==> config.mk <==
export PLATFORM = sky130hd
export DESIGN_NAME = adma_top
export DESIGN_NICKNAME = d
export VERILOG_FILES = /design/src/adma_pkg.sv /design/src/adma_top.sv /design/src/data_transfer.sv /design/src/descriptor_fetch.sv /design/src/adma_control.sv
export SDC_FILE = /design/constraint.sdc
export NUM_CORES = 1
export LEC_CHECK = 0
export BUFFER_PORTS_ARGS = -buffer_cell sky130_fd_sc_hd__buf_2
export CAP_MARGIN = 20
export CORE_AREA = 2 2 169 171
export CTS_CLUSTER_SIZE = 20
export DETAILED_ROUTE_END_ITERATION = 8
export DIE_AREA = 0 0 171 173
export PLACE_DENSITY_LB_ADDON = 0.3
export SYNTH_ARGS = -nofsm -noshare
export SYNTH_HDL_FRONTEND = slang
export SYNTH_SLANG_ARGS = --single-unit
==> constraint.sdc <==
create_clock -name CLK -period 7.4 [get_ports CLK]
set_input_delay 0 -clock CLK [delete_from_list [all_inputs] [get_ports CLK]]
set_output_delay 0 -clock CLK [all_outputs]
set_load 0.005 [all_outputs]
==> src/adma_pkg.sv <==
// adma package holding the shared widths, descriptor layout, state types and memory request
`default_nettype none

package adma_pkg;

   // word address, data word and transfer length
   typedef logic [31:0] addr_t;
   typedef logic [31:0] word_t;
   typedef logic [15:0] len_t;

   // descriptor size in memory words
   localparam int unsigned desc_words = 2;

   // decoded from {act2, act1}
   typedef enum logic [1:0] {
      act_nop  = 2'b00,
      act_rsv  = 2'b01,
      act_tran = 2'b10,
      act_link = 2'b11
   } action_e;

   typedef struct packed {
      addr_t   address;
      len_t    length;
      action_e action;
      logic    irq;
      logic    last;
      logic    valid;
   } desc_t;

   typedef struct packed {
      addr_t addr;
      logic  write;
      word_t wdata;
   } mem_req_t;

   typedef enum logic [1:0] {
      st_stop = 2'b00,
      st_fds  = 2'b01,
      st_cadr = 2'b10,
      st_tfr  = 2'b11
   } adma_state_e;

   // word 0 carries length and attribute bits, word 1 the address
   function automatic desc_t desc_decode(input word_t w0, input word_t w1);
      desc_t d;
      d.address = w1;
      d.length  = w0[31:16];
      d.action  = action_e'(w0[5:4]);
      d.irq     = w0[2];
      d.last    = w0[1];
      d.valid   = w0[0];
      return d;
   endfunction

endpackage

`default_nettype wire
==> src/adma_top.sv <==
// adma top level that joins the control FSM, descriptor fetch and data transfer
`timescale 1ns/1ps
`default_nettype none

module adma_top #(
   parameter int unsigned MAX_OUTSTANDING = 2
) (
   input  logic               CLK,
   input  logic               RESET,
   input  logic               start_valid,
   input  adma_pkg::addr_t    start_addr,
   input  logic               cont_valid,
   input  logic               dir,
   input  logic               stop_req,
   output logic               busy,
   output logic               done,
   output logic               irq,
   output logic               error,
   output adma_pkg::mem_req_t mem_req,
   output logic               mem_req_valid,
   input  logic               mem_req_ready,
   input  logic               mem_rsp_valid,
   input  adma_pkg::word_t    mem_rsp_data,
   input  adma_pkg::word_t    fifo_in_data,
   input  logic               fifo_in_valid,
   output logic               fifo_in_ready,
   output adma_pkg::word_t    fifo_out_data,
   output logic               fifo_out_valid,
   input  logic               fifo_out_ready
);

   logic               fetch_start;
   adma_pkg::addr_t    fetch_addr;
   adma_pkg::mem_req_t fetch_req;
   logic               fetch_req_valid;
   logic               fetch_req_ready;
   logic               desc_ready;
   adma_pkg::desc_t    desc;
   logic               xfer_start;
   logic               xfer_dir;
   adma_pkg::mem_req_t xfer_req;
   logic               xfer_req_valid;
   logic               xfer_req_ready;
   logic               xfer_done;

   adma_control u_control (
      .CLK             (CLK),
      .RESET           (RESET),
      .start_valid     (start_valid),
      .start_addr      (start_addr),
      .cont_valid      (cont_valid),
      .dir             (dir),
      .stop_req        (stop_req),
      .busy            (busy),
      .done            (done),
      .irq             (irq),
      .error           (error),
      .mem_req         (mem_req),
      .mem_req_valid   (mem_req_valid),
      .mem_req_ready   (mem_req_ready),
      .fetch_start     (fetch_start),
      .fetch_addr      (fetch_addr),
      .fetch_req       (fetch_req),
      .fetch_req_valid (fetch_req_valid),
      .fetch_req_ready (fetch_req_ready),
      .desc_ready      (desc_ready),
      .desc            (desc),
      .xfer_start      (xfer_start),
      .xfer_dir        (xfer_dir),
      .xfer_req        (xfer_req),
      .xfer_req_valid  (xfer_req_valid),
      .xfer_req_ready  (xfer_req_ready),
      .xfer_done       (xfer_done)
   );

   // memory responses go to both datapaths
   descriptor_fetch u_fetch (
      .CLK           (CLK),
      .RESET         (RESET),
      .fetch_start   (fetch_start),
      .fetch_addr    (fetch_addr),
      .mem_req       (fetch_req),
      .mem_req_valid (fetch_req_valid),
      .mem_req_ready (fetch_req_ready),
      .mem_rsp_valid (mem_rsp_valid),
      .mem_rsp_data  (mem_rsp_data),
      .desc_ready    (desc_ready),
      .desc          (desc)
   );

   data_transfer #(
      .MAX_OUTSTANDING (MAX_OUTSTANDING)
   ) u_transfer (
      .CLK            (CLK),
      .RESET          (RESET),
      .xfer_start     (xfer_start),
      .dir            (xfer_dir),
      .xfer_addr      (desc.address),
      .xfer_len       (desc.length),
      .mem_req        (xfer_req),
      .mem_req_valid  (xfer_req_valid),
      .mem_req_ready  (xfer_req_ready),
      .mem_rsp_valid  (mem_rsp_valid),
      .mem_rsp_data   (mem_rsp_data),
      .fifo_in_data   (fifo_in_data),
      .fifo_in_valid  (fifo_in_valid),
      .fifo_in_ready  (fifo_in_ready),
      .fifo_out_data  (fifo_out_data),
      .fifo_out_valid (fifo_out_valid),
      .fifo_out_ready (fifo_out_ready),
      .xfer_done      (xfer_done)
   );

endmodule

`default_nettype wire

==> src/data_transfer.sv <==
// data transfer unit that moves a run of words between memory and the FIFO streams
`timescale 1ns/1ps
`default_nettype none

module data_transfer #(
   parameter int unsigned MAX_OUTSTANDING = 2
) (
   input  logic               CLK,
   input  logic               RESET,
   input  logic               xfer_start,
   input  logic               dir,
   input  adma_pkg::addr_t    xfer_addr,
   input  adma_pkg::len_t     xfer_len,
   output adma_pkg::mem_req_t mem_req,
   output logic               mem_req_valid,
   input  logic               mem_req_ready,
   input  logic               mem_rsp_valid,
   input  adma_pkg::word_t    mem_rsp_data,
   input  adma_pkg::word_t    fifo_in_data,
   input  logic               fifo_in_valid,
   output logic               fifo_in_ready,
   output adma_pkg::word_t    fifo_out_data,
   output logic               fifo_out_valid,
   input  logic               fifo_out_ready,
   output logic               xfer_done
);

   localparam int unsigned ptr_w = (MAX_OUTSTANDING > 1) ? $clog2(MAX_OUTSTANDING) : 1;
   localparam logic [ptr_w-1:0] ptr_last = ptr_w'(MAX_OUTSTANDING - 1);
   localparam adma_pkg::len_t max_pend = adma_pkg::len_t'(MAX_OUTSTANDING);

   logic             active;
   logic             dir_q;
   adma_pkg::addr_t  base_addr;
   adma_pkg::len_t   len_q;
   adma_pkg::len_t   req_cnt;
   adma_pkg::len_t   rsp_cnt;
   adma_pkg::len_t   out_cnt;
   adma_pkg::word_t  rd_buf [MAX_OUTSTANDING];
   logic [ptr_w-1:0] wr_ptr;
   logic [ptr_w-1:0] rd_ptr;
   logic             more_req;
   logic             rd_issue;
   logic             wr_issue;
   logic             req_take;
   logic             pop;
   logic             last_pop;
   logic             last_write;

   function automatic logic [ptr_w-1:0] ptr_inc(input logic [ptr_w-1:0] p);
      return (p == ptr_last) ? '0 : p + 1'b1;
   endfunction

   assign more_req = active && (req_cnt != len_q);
   // reads in flight plus buffered words stay within the buffer
   assign rd_issue = more_req && dir_q && ((req_cnt - out_cnt) < max_pend);
   assign wr_issue = more_req && !dir_q && fifo_in_valid;

   assign mem_req_valid = rd_issue || wr_issue;
   assign mem_req.addr  = base_addr + adma_pkg::addr_t'(req_cnt);
   assign mem_req.write = !dir_q;
   assign mem_req.wdata = fifo_in_data;
   assign req_take      = mem_req_valid && mem_req_ready;

   // fifo_in word is consumed together with its write request
   assign fifo_in_ready = more_req && !dir_q && mem_req_ready;

   assign fifo_out_valid = active && dir_q && (rsp_cnt != out_cnt);
   assign fifo_out_data  = rd_buf[rd_ptr];
   assign pop            = fifo_out_valid && fifo_out_ready;

   assign last_pop   = pop && ((out_cnt + adma_pkg::len_t'(1)) == len_q);
   assign last_write = req_take && !dir_q && ((req_cnt + adma_pkg::len_t'(1)) == len_q);

   always_ff @(posedge CLK) begin
      if (RESET) begin
         active    <= 1'b0;
         dir_q     <= 1'b0;
         xfer_done <= 1'b0;
         req_cnt   <= '0;
         rsp_cnt   <= '0;
         out_cnt   <= '0;
         wr_ptr    <= '0;
         rd_ptr    <= '0;
      end else begin
         xfer_done <= 1'b0;
         if (xfer_start) begin
            // zero length finishes right away
            active    <= (xfer_len != '0);
            xfer_done <= (xfer_len == '0);
            dir_q     <= dir;
            req_cnt   <= '0;
            rsp_cnt   <= '0;
            out_cnt   <= '0;
            wr_ptr    <= '0;
            rd_ptr    <= '0;
         end else if (active) begin
            if (req_take) begin
               req_cnt <= req_cnt + adma_pkg::len_t'(1);
            end
            if (dir_q && mem_rsp_valid) begin
               rsp_cnt <= rsp_cnt + adma_pkg::len_t'(1);
               wr_ptr  <= ptr_inc(wr_ptr);
            end
            if (pop) begin
               out_cnt <= out_cnt + adma_pkg::len_t'(1);
               rd_ptr  <= ptr_inc(rd_ptr);
            end
            if (last_pop || last_write) begin
               active    <= 1'b0;
               xfer_done <= 1'b1;
            end
         end
      end
   end

   always_ff @(posedge CLK) begin
      if (xfer_start) begin
         base_addr <= xfer_addr;
         len_q     <= xfer_len;
      end
      if (active && dir_q && mem_rsp_valid) begin
         rd_buf[wr_ptr] <= mem_rsp_data;
      end
   end

   a_reads_in_flight: assert property (@(posedge CLK) disable iff (RESET)
      (active && dir_q) |-> ((req_cnt - rsp_cnt) <= max_pend));

endmodule

`default_nettype wire

==> src/descriptor_fetch.sv <==
// descriptor fetch unit that reads two descriptor words and presents the decoded descriptor
`timescale 1ns/1ps
`default_nettype none

module descriptor_fetch (
   input  logic               CLK,
   input  logic               RESET,
   input  logic               fetch_start,
   input  adma_pkg::addr_t    fetch_addr,
   output adma_pkg::mem_req_t mem_req,
   output logic               mem_req_valid,
   input  logic               mem_req_ready,
   input  logic               mem_rsp_valid,
   input  adma_pkg::word_t    mem_rsp_data,
   output logic               desc_ready,
   output adma_pkg::desc_t    desc
);

   localparam logic [1:0] last_word = 2'(adma_pkg::desc_words - 1);

   logic            active;
   logic [1:0]      req_cnt;
   logic [1:0]      rsp_cnt;
   adma_pkg::addr_t base_addr;
   adma_pkg::word_t word0;

   // read-only requests at consecutive addresses
   assign mem_req_valid = active && (req_cnt <= last_word);
   assign mem_req.addr  = base_addr + adma_pkg::addr_t'(req_cnt);
   assign mem_req.write = 1'b0;
   assign mem_req.wdata = '0;

   always_ff @(posedge CLK) begin
      if (RESET) begin
         active     <= 1'b0;
         req_cnt    <= '0;
         rsp_cnt    <= '0;
         desc_ready <= 1'b0;
      end else begin
         desc_ready <= 1'b0;
         if (fetch_start) begin
            active  <= 1'b1;
            req_cnt <= '0;
            rsp_cnt <= '0;
         end else if (active) begin
            if (mem_req_valid && mem_req_ready) begin
               req_cnt <= req_cnt + 2'd1;
            end
            // responses only count while this unit has reads out
            if (mem_rsp_valid) begin
               rsp_cnt <= rsp_cnt + 2'd1;
               if (rsp_cnt == last_word) begin
                  active     <= 1'b0;
                  desc_ready <= 1'b1;
               end
            end
         end
      end
   end

   always_ff @(posedge CLK) begin
      if (fetch_start) begin
         base_addr <= fetch_addr;
      end
      if (active && mem_rsp_valid) begin
         if (rsp_cnt == last_word) begin
            desc <= adma_pkg::desc_decode(word0, mem_rsp_data);
         end else begin
            word0 <= mem_rsp_data;
         end
      end
   end

   a_rsp_has_read: assert property (@(posedge CLK) disable iff (RESET)
      (active && mem_rsp_valid) |-> (req_cnt != rsp_cnt));

endmodule

`default_nettype wire

==> src/adma_control.sv <==
// adma control FSM that walks the descriptor chain and owns the memory port
`timescale 1ns/1ps
`default_nettype none

module adma_control (
   input  logic                CLK,
   input  logic                RESET,
   input  logic                start_valid,
   input  adma_pkg::addr_t     start_addr,
   input  logic                cont_valid,
   input  logic                dir,
   input  logic                stop_req,
   output logic                busy,
   output logic                done,
   output logic                irq,
   output logic                error,
   output adma_pkg::mem_req_t  mem_req,
   output logic                mem_req_valid,
   input  logic                mem_req_ready,
   output logic                fetch_start,
   output adma_pkg::addr_t     fetch_addr,
   input  adma_pkg::mem_req_t  fetch_req,
   input  logic                fetch_req_valid,
   output logic                fetch_req_ready,
   input  logic                desc_ready,
   input  adma_pkg::desc_t     desc,
   output logic                xfer_start,
   output logic                xfer_dir,
   input  adma_pkg::mem_req_t  xfer_req,
   input  logic                xfer_req_valid,
   output logic                xfer_req_ready,
   input  logic                xfer_done
);

   adma_pkg::adma_state_e state;
   adma_pkg::adma_state_e state_nxt;
   adma_pkg::addr_t       next_ptr;
   logic                  cmd_accept;
   logic                  was_busy;
   logic                  desc_end;

   assign cmd_accept = (state == adma_pkg::st_stop) && (start_valid || cont_valid);
   assign busy       = (state != adma_pkg::st_stop);
   assign fetch_addr = next_ptr;

   // chain ends on the end attribute or a pending stop request
   assign desc_end = desc.last || stop_req;

   always_comb begin
      state_nxt = state;
      case (state)
         adma_pkg::st_stop: begin
            if (cmd_accept) begin
               state_nxt = adma_pkg::st_fds;
            end
         end
         adma_pkg::st_fds: begin
            if (desc_ready) begin
               state_nxt = desc.valid ? adma_pkg::st_cadr : adma_pkg::st_stop;
            end
         end
         adma_pkg::st_cadr: begin
            if (desc.action == adma_pkg::act_tran) begin
               state_nxt = adma_pkg::st_tfr;
            end else if (desc_end) begin
               state_nxt = adma_pkg::st_stop;
            end else begin
               state_nxt = adma_pkg::st_fds;
            end
         end
         adma_pkg::st_tfr: begin
            if (xfer_done) begin
               state_nxt = desc_end ? adma_pkg::st_stop : adma_pkg::st_fds;
            end
         end
         default: begin
            state_nxt = adma_pkg::st_stop;
         end
      endcase
   end

   always_ff @(posedge CLK) begin
      if (RESET) begin
         state       <= adma_pkg::st_stop;
         next_ptr    <= '0;
         xfer_dir    <= 1'b0;
         fetch_start <= 1'b0;
         xfer_start  <= 1'b0;
         was_busy    <= 1'b0;
         done        <= 1'b0;
         irq         <= 1'b0;
         error       <= 1'b0;
      end else begin
         state       <= state_nxt;
         fetch_start <= (state_nxt == adma_pkg::st_fds) && (state != adma_pkg::st_fds);
         xfer_start  <= (state == adma_pkg::st_cadr) && (state_nxt == adma_pkg::st_tfr);
         was_busy    <= busy;
         // one cycle after the return to st_stop, unless the chain failed
         done        <= (state == adma_pkg::st_stop) && was_busy && !error;
         // irq once the descriptor is finished
         irq <= desc.irq &&
                (((state == adma_pkg::st_cadr) && (desc.action != adma_pkg::act_tran)) ||
                 ((state == adma_pkg::st_tfr) && xfer_done));
         if (cmd_accept) begin
            error    <= 1'b0;
            xfer_dir <= dir;
            if (start_valid) begin
               next_ptr <= start_addr;
            end
         end
         if ((state == adma_pkg::st_fds) && desc_ready && !desc.valid) begin
            error <= 1'b1;
         end
         if (state == adma_pkg::st_cadr) begin
            if (desc.action == adma_pkg::act_link) begin
               next_ptr <= desc.address;
            end else begin
               next_ptr <= next_ptr + adma_pkg::addr_t'(adma_pkg::desc_words);
            end
         end
      end
   end

   // memory port goes to whichever datapath owns the state
   assign mem_req         = (state == adma_pkg::st_tfr) ? xfer_req : fetch_req;
   assign mem_req_valid   = ((state == adma_pkg::st_fds) && fetch_req_valid) ||
                            ((state == adma_pkg::st_tfr) && xfer_req_valid);
   assign fetch_req_ready = (state == adma_pkg::st_fds) && mem_req_ready;
   assign xfer_req_ready  = (state == adma_pkg::st_tfr) && mem_req_ready;

   a_single_owner: assert property (@(posedge CLK) disable iff (RESET)
      !(fetch_req_valid && xfer_req_valid));

   a_done_not_error: assert property (@(posedge CLK) disable iff (RESET)
      !(done && error));

endmodule

`default_nettype wire

==> results.cfg, run 1 <==
[worst_setup_path]
cp_num_buf_inv = 1
reg2reg_setup_slack_ns = 3.25
path_class = reg -> reg
cpMostUsedCell = and2b_1
r2r_end = u_transfer.active$_SDFF_PP0_
worstPathArrival_ns = 4.62
reg2reg_depth = 12
cp-start-kind = flip-flop
reg2reg_from = u_transfer.req_cnt[0]$_SDFFE_PP0P_
end_kind = flip-flop
required_ns = 7.87
path_delay_family = compound AO/OA/AOI/OAI gates
cpPeakStageDelay_ns = 0.57
worstPathCellList = and2b_1 -> fa_1 -> and2b_1 -> o221ai_1 -> a211oi_1 -> o21ai_0 -> a2111oi_0 -> and4_1 -> a31oi_2 -> buf_4 -> or4_4 -> a22o_1
path_max_fanout = 32
cpMaxStageDelayCell = or4_4

[clock_tree]
clk_pin_slew_ns = 0.07
insertion_delay_ns = 0.57
cts.sinks = 319
clk_path_buf_depth = 3
cts_tree = done
htreeDepth = 1
post_cts_buffers = 0
root_buffer = clkbuf_16
cts_buffers = 31

[floorplanning]
initial_core_util = 0.592
io_pins = 210
row_count = 61
die_w_um = 171
die_area_sq_um = 29600
die_height_um = 173
coreArea_sq_um = 27600

[routing]
dr.pass1.iters = 6
ant_nets = 0
drt_iter0_drc = 1587
drc = 0
wl_mm = 46.5
vias = 13300
wl_per_cell_um = 21.1
routed_via_density = 6.03

[cells_and_area]
nets = 1949
finalNonFillerCells = 2207
drive_above_1_share = 0.182
syn_to_final_growth_pct = 19.0
final_cell_area_sq_um = 19500

[place]
dp_cells = 2072
dpl.hpwl_mm = 31.7
dpl-instance-area_sq_um = 17700
io_buffers = 209
gp_congestion = 0.916

[pwr]
worst_ir_drop_vdd_uv = 238
power_leakage_nw = 7.44
p_per_area_nw_per_um2 = 194

[synthesis]
synth_edf_count = 218
ys_top_cells_by_area = edfxtp_1 (40%), dfxtp_1 (12%), xnor2_1 (5.4%)
synth_seq_cells = 319
ys_warn_count = 0
synth_area_sq_um = 16400
synth_cell_types = 80
yosys-top-cells-count = edfxtp_1 (218), nor2_1 (172), nand2_1 (114)
yosysMostFrequentCell = edfxtp_1
synth_top_area_cell = edfxtp_1
seq_area_frac_synth = 0.524
async_flop_share = 0
synth_nets = 1702
syn_inst = 1555
synth_top_area_share = 0.400
ys.flop_type = edfxtp_1
avgSynthCellArea_sq_um = 10.5

[min_path]
min_from = start_valid
holdCritPathClass = in -> reg
min_path_cells = 5
holdPathEnd = u_control.fetch_addr[0]$_SDFFE_PP0P_

[run_status]
outcome = complete, no violations

[timing]
setup_viol = 0
fin_crit_ns = 4.15
slew_headroom = 0.267
setup_tns_ns = 0
hold_violations = 0
skew_ns = 0.0263
max_freq_mhz = 241
rsz0062_at_grt = false
tightest_slew_ns = 1.10
slew_violations = 0
finalCritPeriodShare = 0.560

[grt]
grt_start_max_net_pins = 63
grt_pass1_vias = 12800
grt_pass1_wl_mm = 71.3
antenna_found_initial = 1
grt_use_total = 0.310
grt_remaining_overflow = 0

[flow_run]
cap_violations = 0
==> worst max path at each step <==
stage                     cells after the start                      endpoint                               start  slack (ns)
after floorplan                              11  u_transfer.active$_SDFF_PP0_  u_transfer.req_cnt[0]$_SDFFE_PP0P_        3.87
after global placement                       12  u_transfer.active$_SDFF_PP0_  u_transfer.req_cnt[0]$_SDFFE_PP0P_        3.38
after detailed placement                     12  u_transfer.active$_SDFF_PP0_  u_transfer.req_cnt[0]$_SDFFE_PP0P_        3.29
after CTS                                    12  u_transfer.active$_SDFF_PP0_  u_transfer.req_cnt[0]$_SDFFE_PP0P_        3.26
after global routing                         12  u_transfer.active$_SDFF_PP0_  u_transfer.req_cnt[0]$_SDFFE_PP0P_        2.96
final                                        12  u_transfer.active$_SDFF_PP0_  u_transfer.req_cnt[0]$_SDFFE_PP0P_        3.25
==> worst reg2reg max path: cells and delay by family (launching register included) <==
kind	cells	cell delay, ns
fa+ha+maj	1	0.40
flops	1	0.49
compound gates	6	1.55
simple gates	4	1.38
buf+inv	1	0.24
==> report_power, final <==
group          total (mW)  switching, mW  internal, mW
Sequential           1.97         0.0345          1.93
Combinational       0.203          0.104        0.0995
Clock                1.60          0.698         0.901
Total                3.77          0.836          2.93
==> per-layer routing <==
layer / track usage / share of wire
met1: 0.417 / 0.40
met2: 0.502 / 0.47
met3: 0.0563 / 0.082
met4: 0.118 / 0.043
met5: 0 / 0
==> layout make-up <==
cell class,instances,area [sq um]
clock inverters,20,201
multi-input cells,1113,7320
diodes,2,5.00
clock buffers,38,822
inverters,42,158
repair buffers,295,1930
well taps,378,473
fillers,1949,8150
flip-flops and latches,319,8570
==> stage by stage <==
step	power (mW)	util	hold WS, ns	setup slack, ns
4_1_cts	3.76	0.702	0.00585	3.26
6_report	3.77	0.705	0.0404	3.25
3_3_place_gp	2.16	0.638	0.208	3.38
5_1_grt	3.86	0.705	0.0408	2.96
2_1_floorplan	2.08	-	0.0766	3.87
3_5_place_dp	2.16	0.639	0.204	3.29
==> cell usage in the layout, fill, tap and decap left out, drive strengths merged, types with 9 or more instances in the layout <==
master / Yosys / layout
a211oi: 40 / 40
nor3: 31 / 31
edfxtp: 218 / 218
a31oi: 10 / 10
buf: 18 / 223
nand3: 53 / 53
nand2: 114 / 114
nand4: 29 / 29
nor4: 13 / 13
a21o: 12 / 12
and3: 58 / 58
dlygate4sd3: 0 / 72
mux2i: 35 / 35
ha: 38 / 38
and4: 9 / 9
inv: 42 / 45
mux2: 33 / 33
xnor2: 100 / 100
clkinv: 0 / 10
clkbuf: 63 / 38
o21ai: 47 / 47
nor2: 172 / 172
dfxtp: 101 / 101
or3: 21 / 21
xor2: 87 / 87
a21oi: 97 / 97
==> state kept, by name, summed over array words and instances, names as in the netlist, 21 cells and up, named ones only <==
signal and flops:
u_transfer.base_addr 32, u_transfer.rd_buf 64, u_fetch.desc 53, u_control.fetch_addr 32, u_fetch.base_addr 32, u_fetch.word0 21
==> kinds of logic after synthesis <==
kind of cell	after synthesis	share of synthesized area
simple gates	552	0.166
flops	319	0.524
compound gates	265	0.103
xor+xnor	187	0.100
buf+inv	123	0.0311
mux	68	0.0441
fa+ha+maj	41	0.0327
==> repair_timing <==
action | in CTS | in global routing
gates resized for setup | 0 | 0
endpoints found under the hold margin | 157 | 0
hold buffers | 72 | 0
Note: power is estimated with default switching activity, not from simulation.
==> inputs of run 2 (changes only) <==
--- a/config.mk
+++ b/config.mk
@@ -7,10 +7,10 @@
 export LEC_CHECK = 0
 export BUFFER_PORTS_ARGS = -buffer_cell sky130_fd_sc_hd__buf_2
 export CAP_MARGIN = 20
-export CORE_AREA = 2 2 169 171
+export CORE_AREA = 2 2 170 172
 export CTS_CLUSTER_SIZE = 20
 export DETAILED_ROUTE_END_ITERATION = 8
-export DIE_AREA = 0 0 171 173
+export DIE_AREA = 0 0 172 174
 export PLACE_DENSITY_LB_ADDON = 0.3
 export SYNTH_ARGS = -nofsm -noshare
 export SYNTH_HDL_FRONTEND = slang
==> constraint.sdc (replaced) <==
create_clock -name CLK -period 4 [get_ports CLK]
set_input_delay 0 -clock CLK [delete_from_list [all_inputs] [get_ports CLK]]
set_output_delay 0 -clock CLK [all_outputs]
set_load 0.005 [all_outputs]
==> run 2 against run 1 <==
Net effect: clock skew shrank 0.0048 ns; sequential cell count is the same; design area grew 1.6%; critical path type unchanged; critical endpoint is now u_transfer.req_cnt[15]$_SDFFE_PP0P_; die area grew 1.2%; routed wire length shrank 0.89%; clock power grew 86%.
==> results.cfg, run 2 (same netlist as run 1, synthesis figures left out) <==
[run_status]
outcome = complete, no violations

[pwr]
power_frac_clock = 0.425
seq_power_share = 0.523
power_leakage_nw = 7.63
swShare = 0.225
comb_power_share = 0.052
finalPower_mw = 6.97
worst_ir_drop_vdd_uv = 435
p_per_area_nw_per_um2 = 352
p_int_mw = 5.40
switchingPower_mw = 1.57

[worst_setup_path]
reg2reg_from = u_transfer.req_cnt[0]$_SDFFE_PP0P_
path_class = reg -> reg
end_kind = flip-flop
worstPathArrival_ns = 4.23
required_ns = 4.43
cpMaxStageDelayCell = or4_1
startpoint = u_transfer.req_cnt[0]$_SDFFE_PP0P_
worstPathCellList = and2b_1 -> fa_1 -> and2b_1 -> o22ai_1 -> or3_1 -> a221o_1 -> a2111oi_2 -> and4_4 -> a31oi_4 -> buf_6 -> or4_1 -> a21oi_1
cp_num_buf_inv = 1
path_max_fanout = 9
cpPeakStageDelay_ns = 0.50
cpMostUsedCell = and2b_1
path_delay_family = simple AND/OR/NAND/NOR gates
cp-start-kind = flip-flop

[routing]
top_layer = met4
drt_iter0_drc = 1517
drt-met1-wl_mm = 18.7
wl_mm = 46.1
drc = 0
dr.pass1.iters = 7
ant_nets = 0
wl_per_cell_um = 20.5
routed_via_density = 5.98
met3_length_mm = 3.89
vias = 13500
dr_wl_met2_mm = 21.7

[clock_tree]
insertion_delay_ns = 0.53
htreeDepth = 2
cts_buffers = 34
clk_pin_slew_ns = 0.06
clk_path_buf_depth = 3
root_buffer = clkbuf_16
cts_tree = done
cts.sinks = 319

[place]
gp_congestion = 0.938
dpl-instance-area_sq_um = 17900
dpl.hpwl_mm = 32.5
io_buffers = 209

[grt]
grt_remaining_overflow = 0
grt_use_total = 0.301
grt_start_max_net_pins = 64
antenna_found_initial = 3
grt_pass1_vias = 12700
grt_pass1_wl_mm = 69.6

[timing]
skew_ns = 0.0216
max_freq_mhz = 263
tightest_slew_ns = 1.07
fin_crit_ns = 3.80
slew_violations = 0
setup_viol = 0
setup_tns_ns = 0
finalCritPeriodShare = 0.951
hold_violations = 0
whs_ns = 0.0571
slew_headroom = 0.288

[floorplanning]
io_pins = 210
die_height_um = 174
coreArea_sq_um = 28200
die_area_sq_um = 29900
row_count = 62
die_w_um = 172
initial_core_util = 0.580

[cells_and_area]
layout_commonest_cell = edfxtp_1
top_register = u_transfer.rd_buf
final_cell_area_sq_um = 19800
fill_cells = 2074
drive_above_1_share = 0.197
reg_top3 = u_transfer.rd_buf: 64 flops, u_fetch.desc: 53 flops
fin_util = 0.701
largest_reg_flops = 64
nets = 1985
syn_to_final_growth_pct = 20.9
layout_common_cells = edfxtp_1 (218), buf_2 (210), nor2_1 (170), nand2_1 (112), xnor2_1 (100)

[min_path]
holdCritPathClass = in -> reg
min_from = start_valid

[flow_run]
cap_violations = 0
## run 2: changes by cell type in the layout (fill, tap and decap cells not counted), moves of 2 or more
cell	change
clkbuf_2	+3
clkinvlp_4	-4
clkbuf_1	+9
clkbuf_16	+3
bufinv_16	-3
dlygate4sd3_1	-4
buf_12	+2
clkinv_2	-5
buf_4	+35
## run 2: what timing repair did
action                                  CTS  global route
pin swaps                                 0             2
endpoints found under the hold margin   155             0
endpoints found under the setup margin    1            10
resized for setup                         1             7
hold buffers                             68             0
gates cloned                              0             0
setup buffers                             0             2
## run 2: path summary, 6_finish.rpt
| check | endpoint | slack [ns] | cells after the start |
|---|---|---|---|
| setup / recovery | u_transfer.req_cnt[15]$_SDFFE_PP0P_ | 0.20 | 12 |
| hold / removal | u_control.fetch_addr[0]$_SDFFE_PP0P_ | 0.06 | 5 |
| setup reg to reg | u_transfer.req_cnt[15]$_SDFFE_PP0P_ | 0.20 | 12 |
| hold reg to reg | u_fetch.desc[9]$_DFFE_PP_ | 0.42 | 0 |
## run 2: layout make-up
class / instances / area (sq um) / share of cell area
Antenna cell: 3 / 7.51 / 0.000380
Clock buffer: 52 / 932 / 0.0471
Clock inverter: 10 / 98.8 / 0.00500
Inverter: 42 / 158 / 0.00797
Multi-Input combinational cell: 1113 / 7340 / 0.371
Sequential cell: 319 / 8570 / 0.433
Tap cell: 384 / 480 / 0.0243
Timing Repair Buffer: 328 / 2190 / 0.111
## run 2: per-stage QoR
step	setup slack, ns	cells
2_1_floorplan	0.471	1555
3_3_place_gp	0.131	2111
3_5_place_dp	0.0293	2112
4_1_cts	0.00671	2242
5_1_grt	-0.00738	2250
6_report	0.197	2251
## run 2: power by group through the flow
stage	combinational, mW	clock [mW]	sequential [mW]
2_1_floorplan	0.153	0	3.70
3_3_place_gp	0.283	0	3.71
3_5_place_dp	0.295	0	3.71
4_1_cts	0.349	2.98	3.64
5_1_grt	0.389	3.11	3.65
6_report	0.361	2.97	3.64
## run 2: worst min-delay path, cell delays in order
cell      delay (ns)
buf_2           0.13
nand2b_1        0.11
a21oi_1         0.09
o22ai_1         0.14
nor2_1          0.06
## run 2: layer usage
layer	up-vias	global-route usage
met5	-	0
met4	0	0.110
met3	128	0.0503
met2	714	0.490
met1	6399	0.406
li1	6222	-
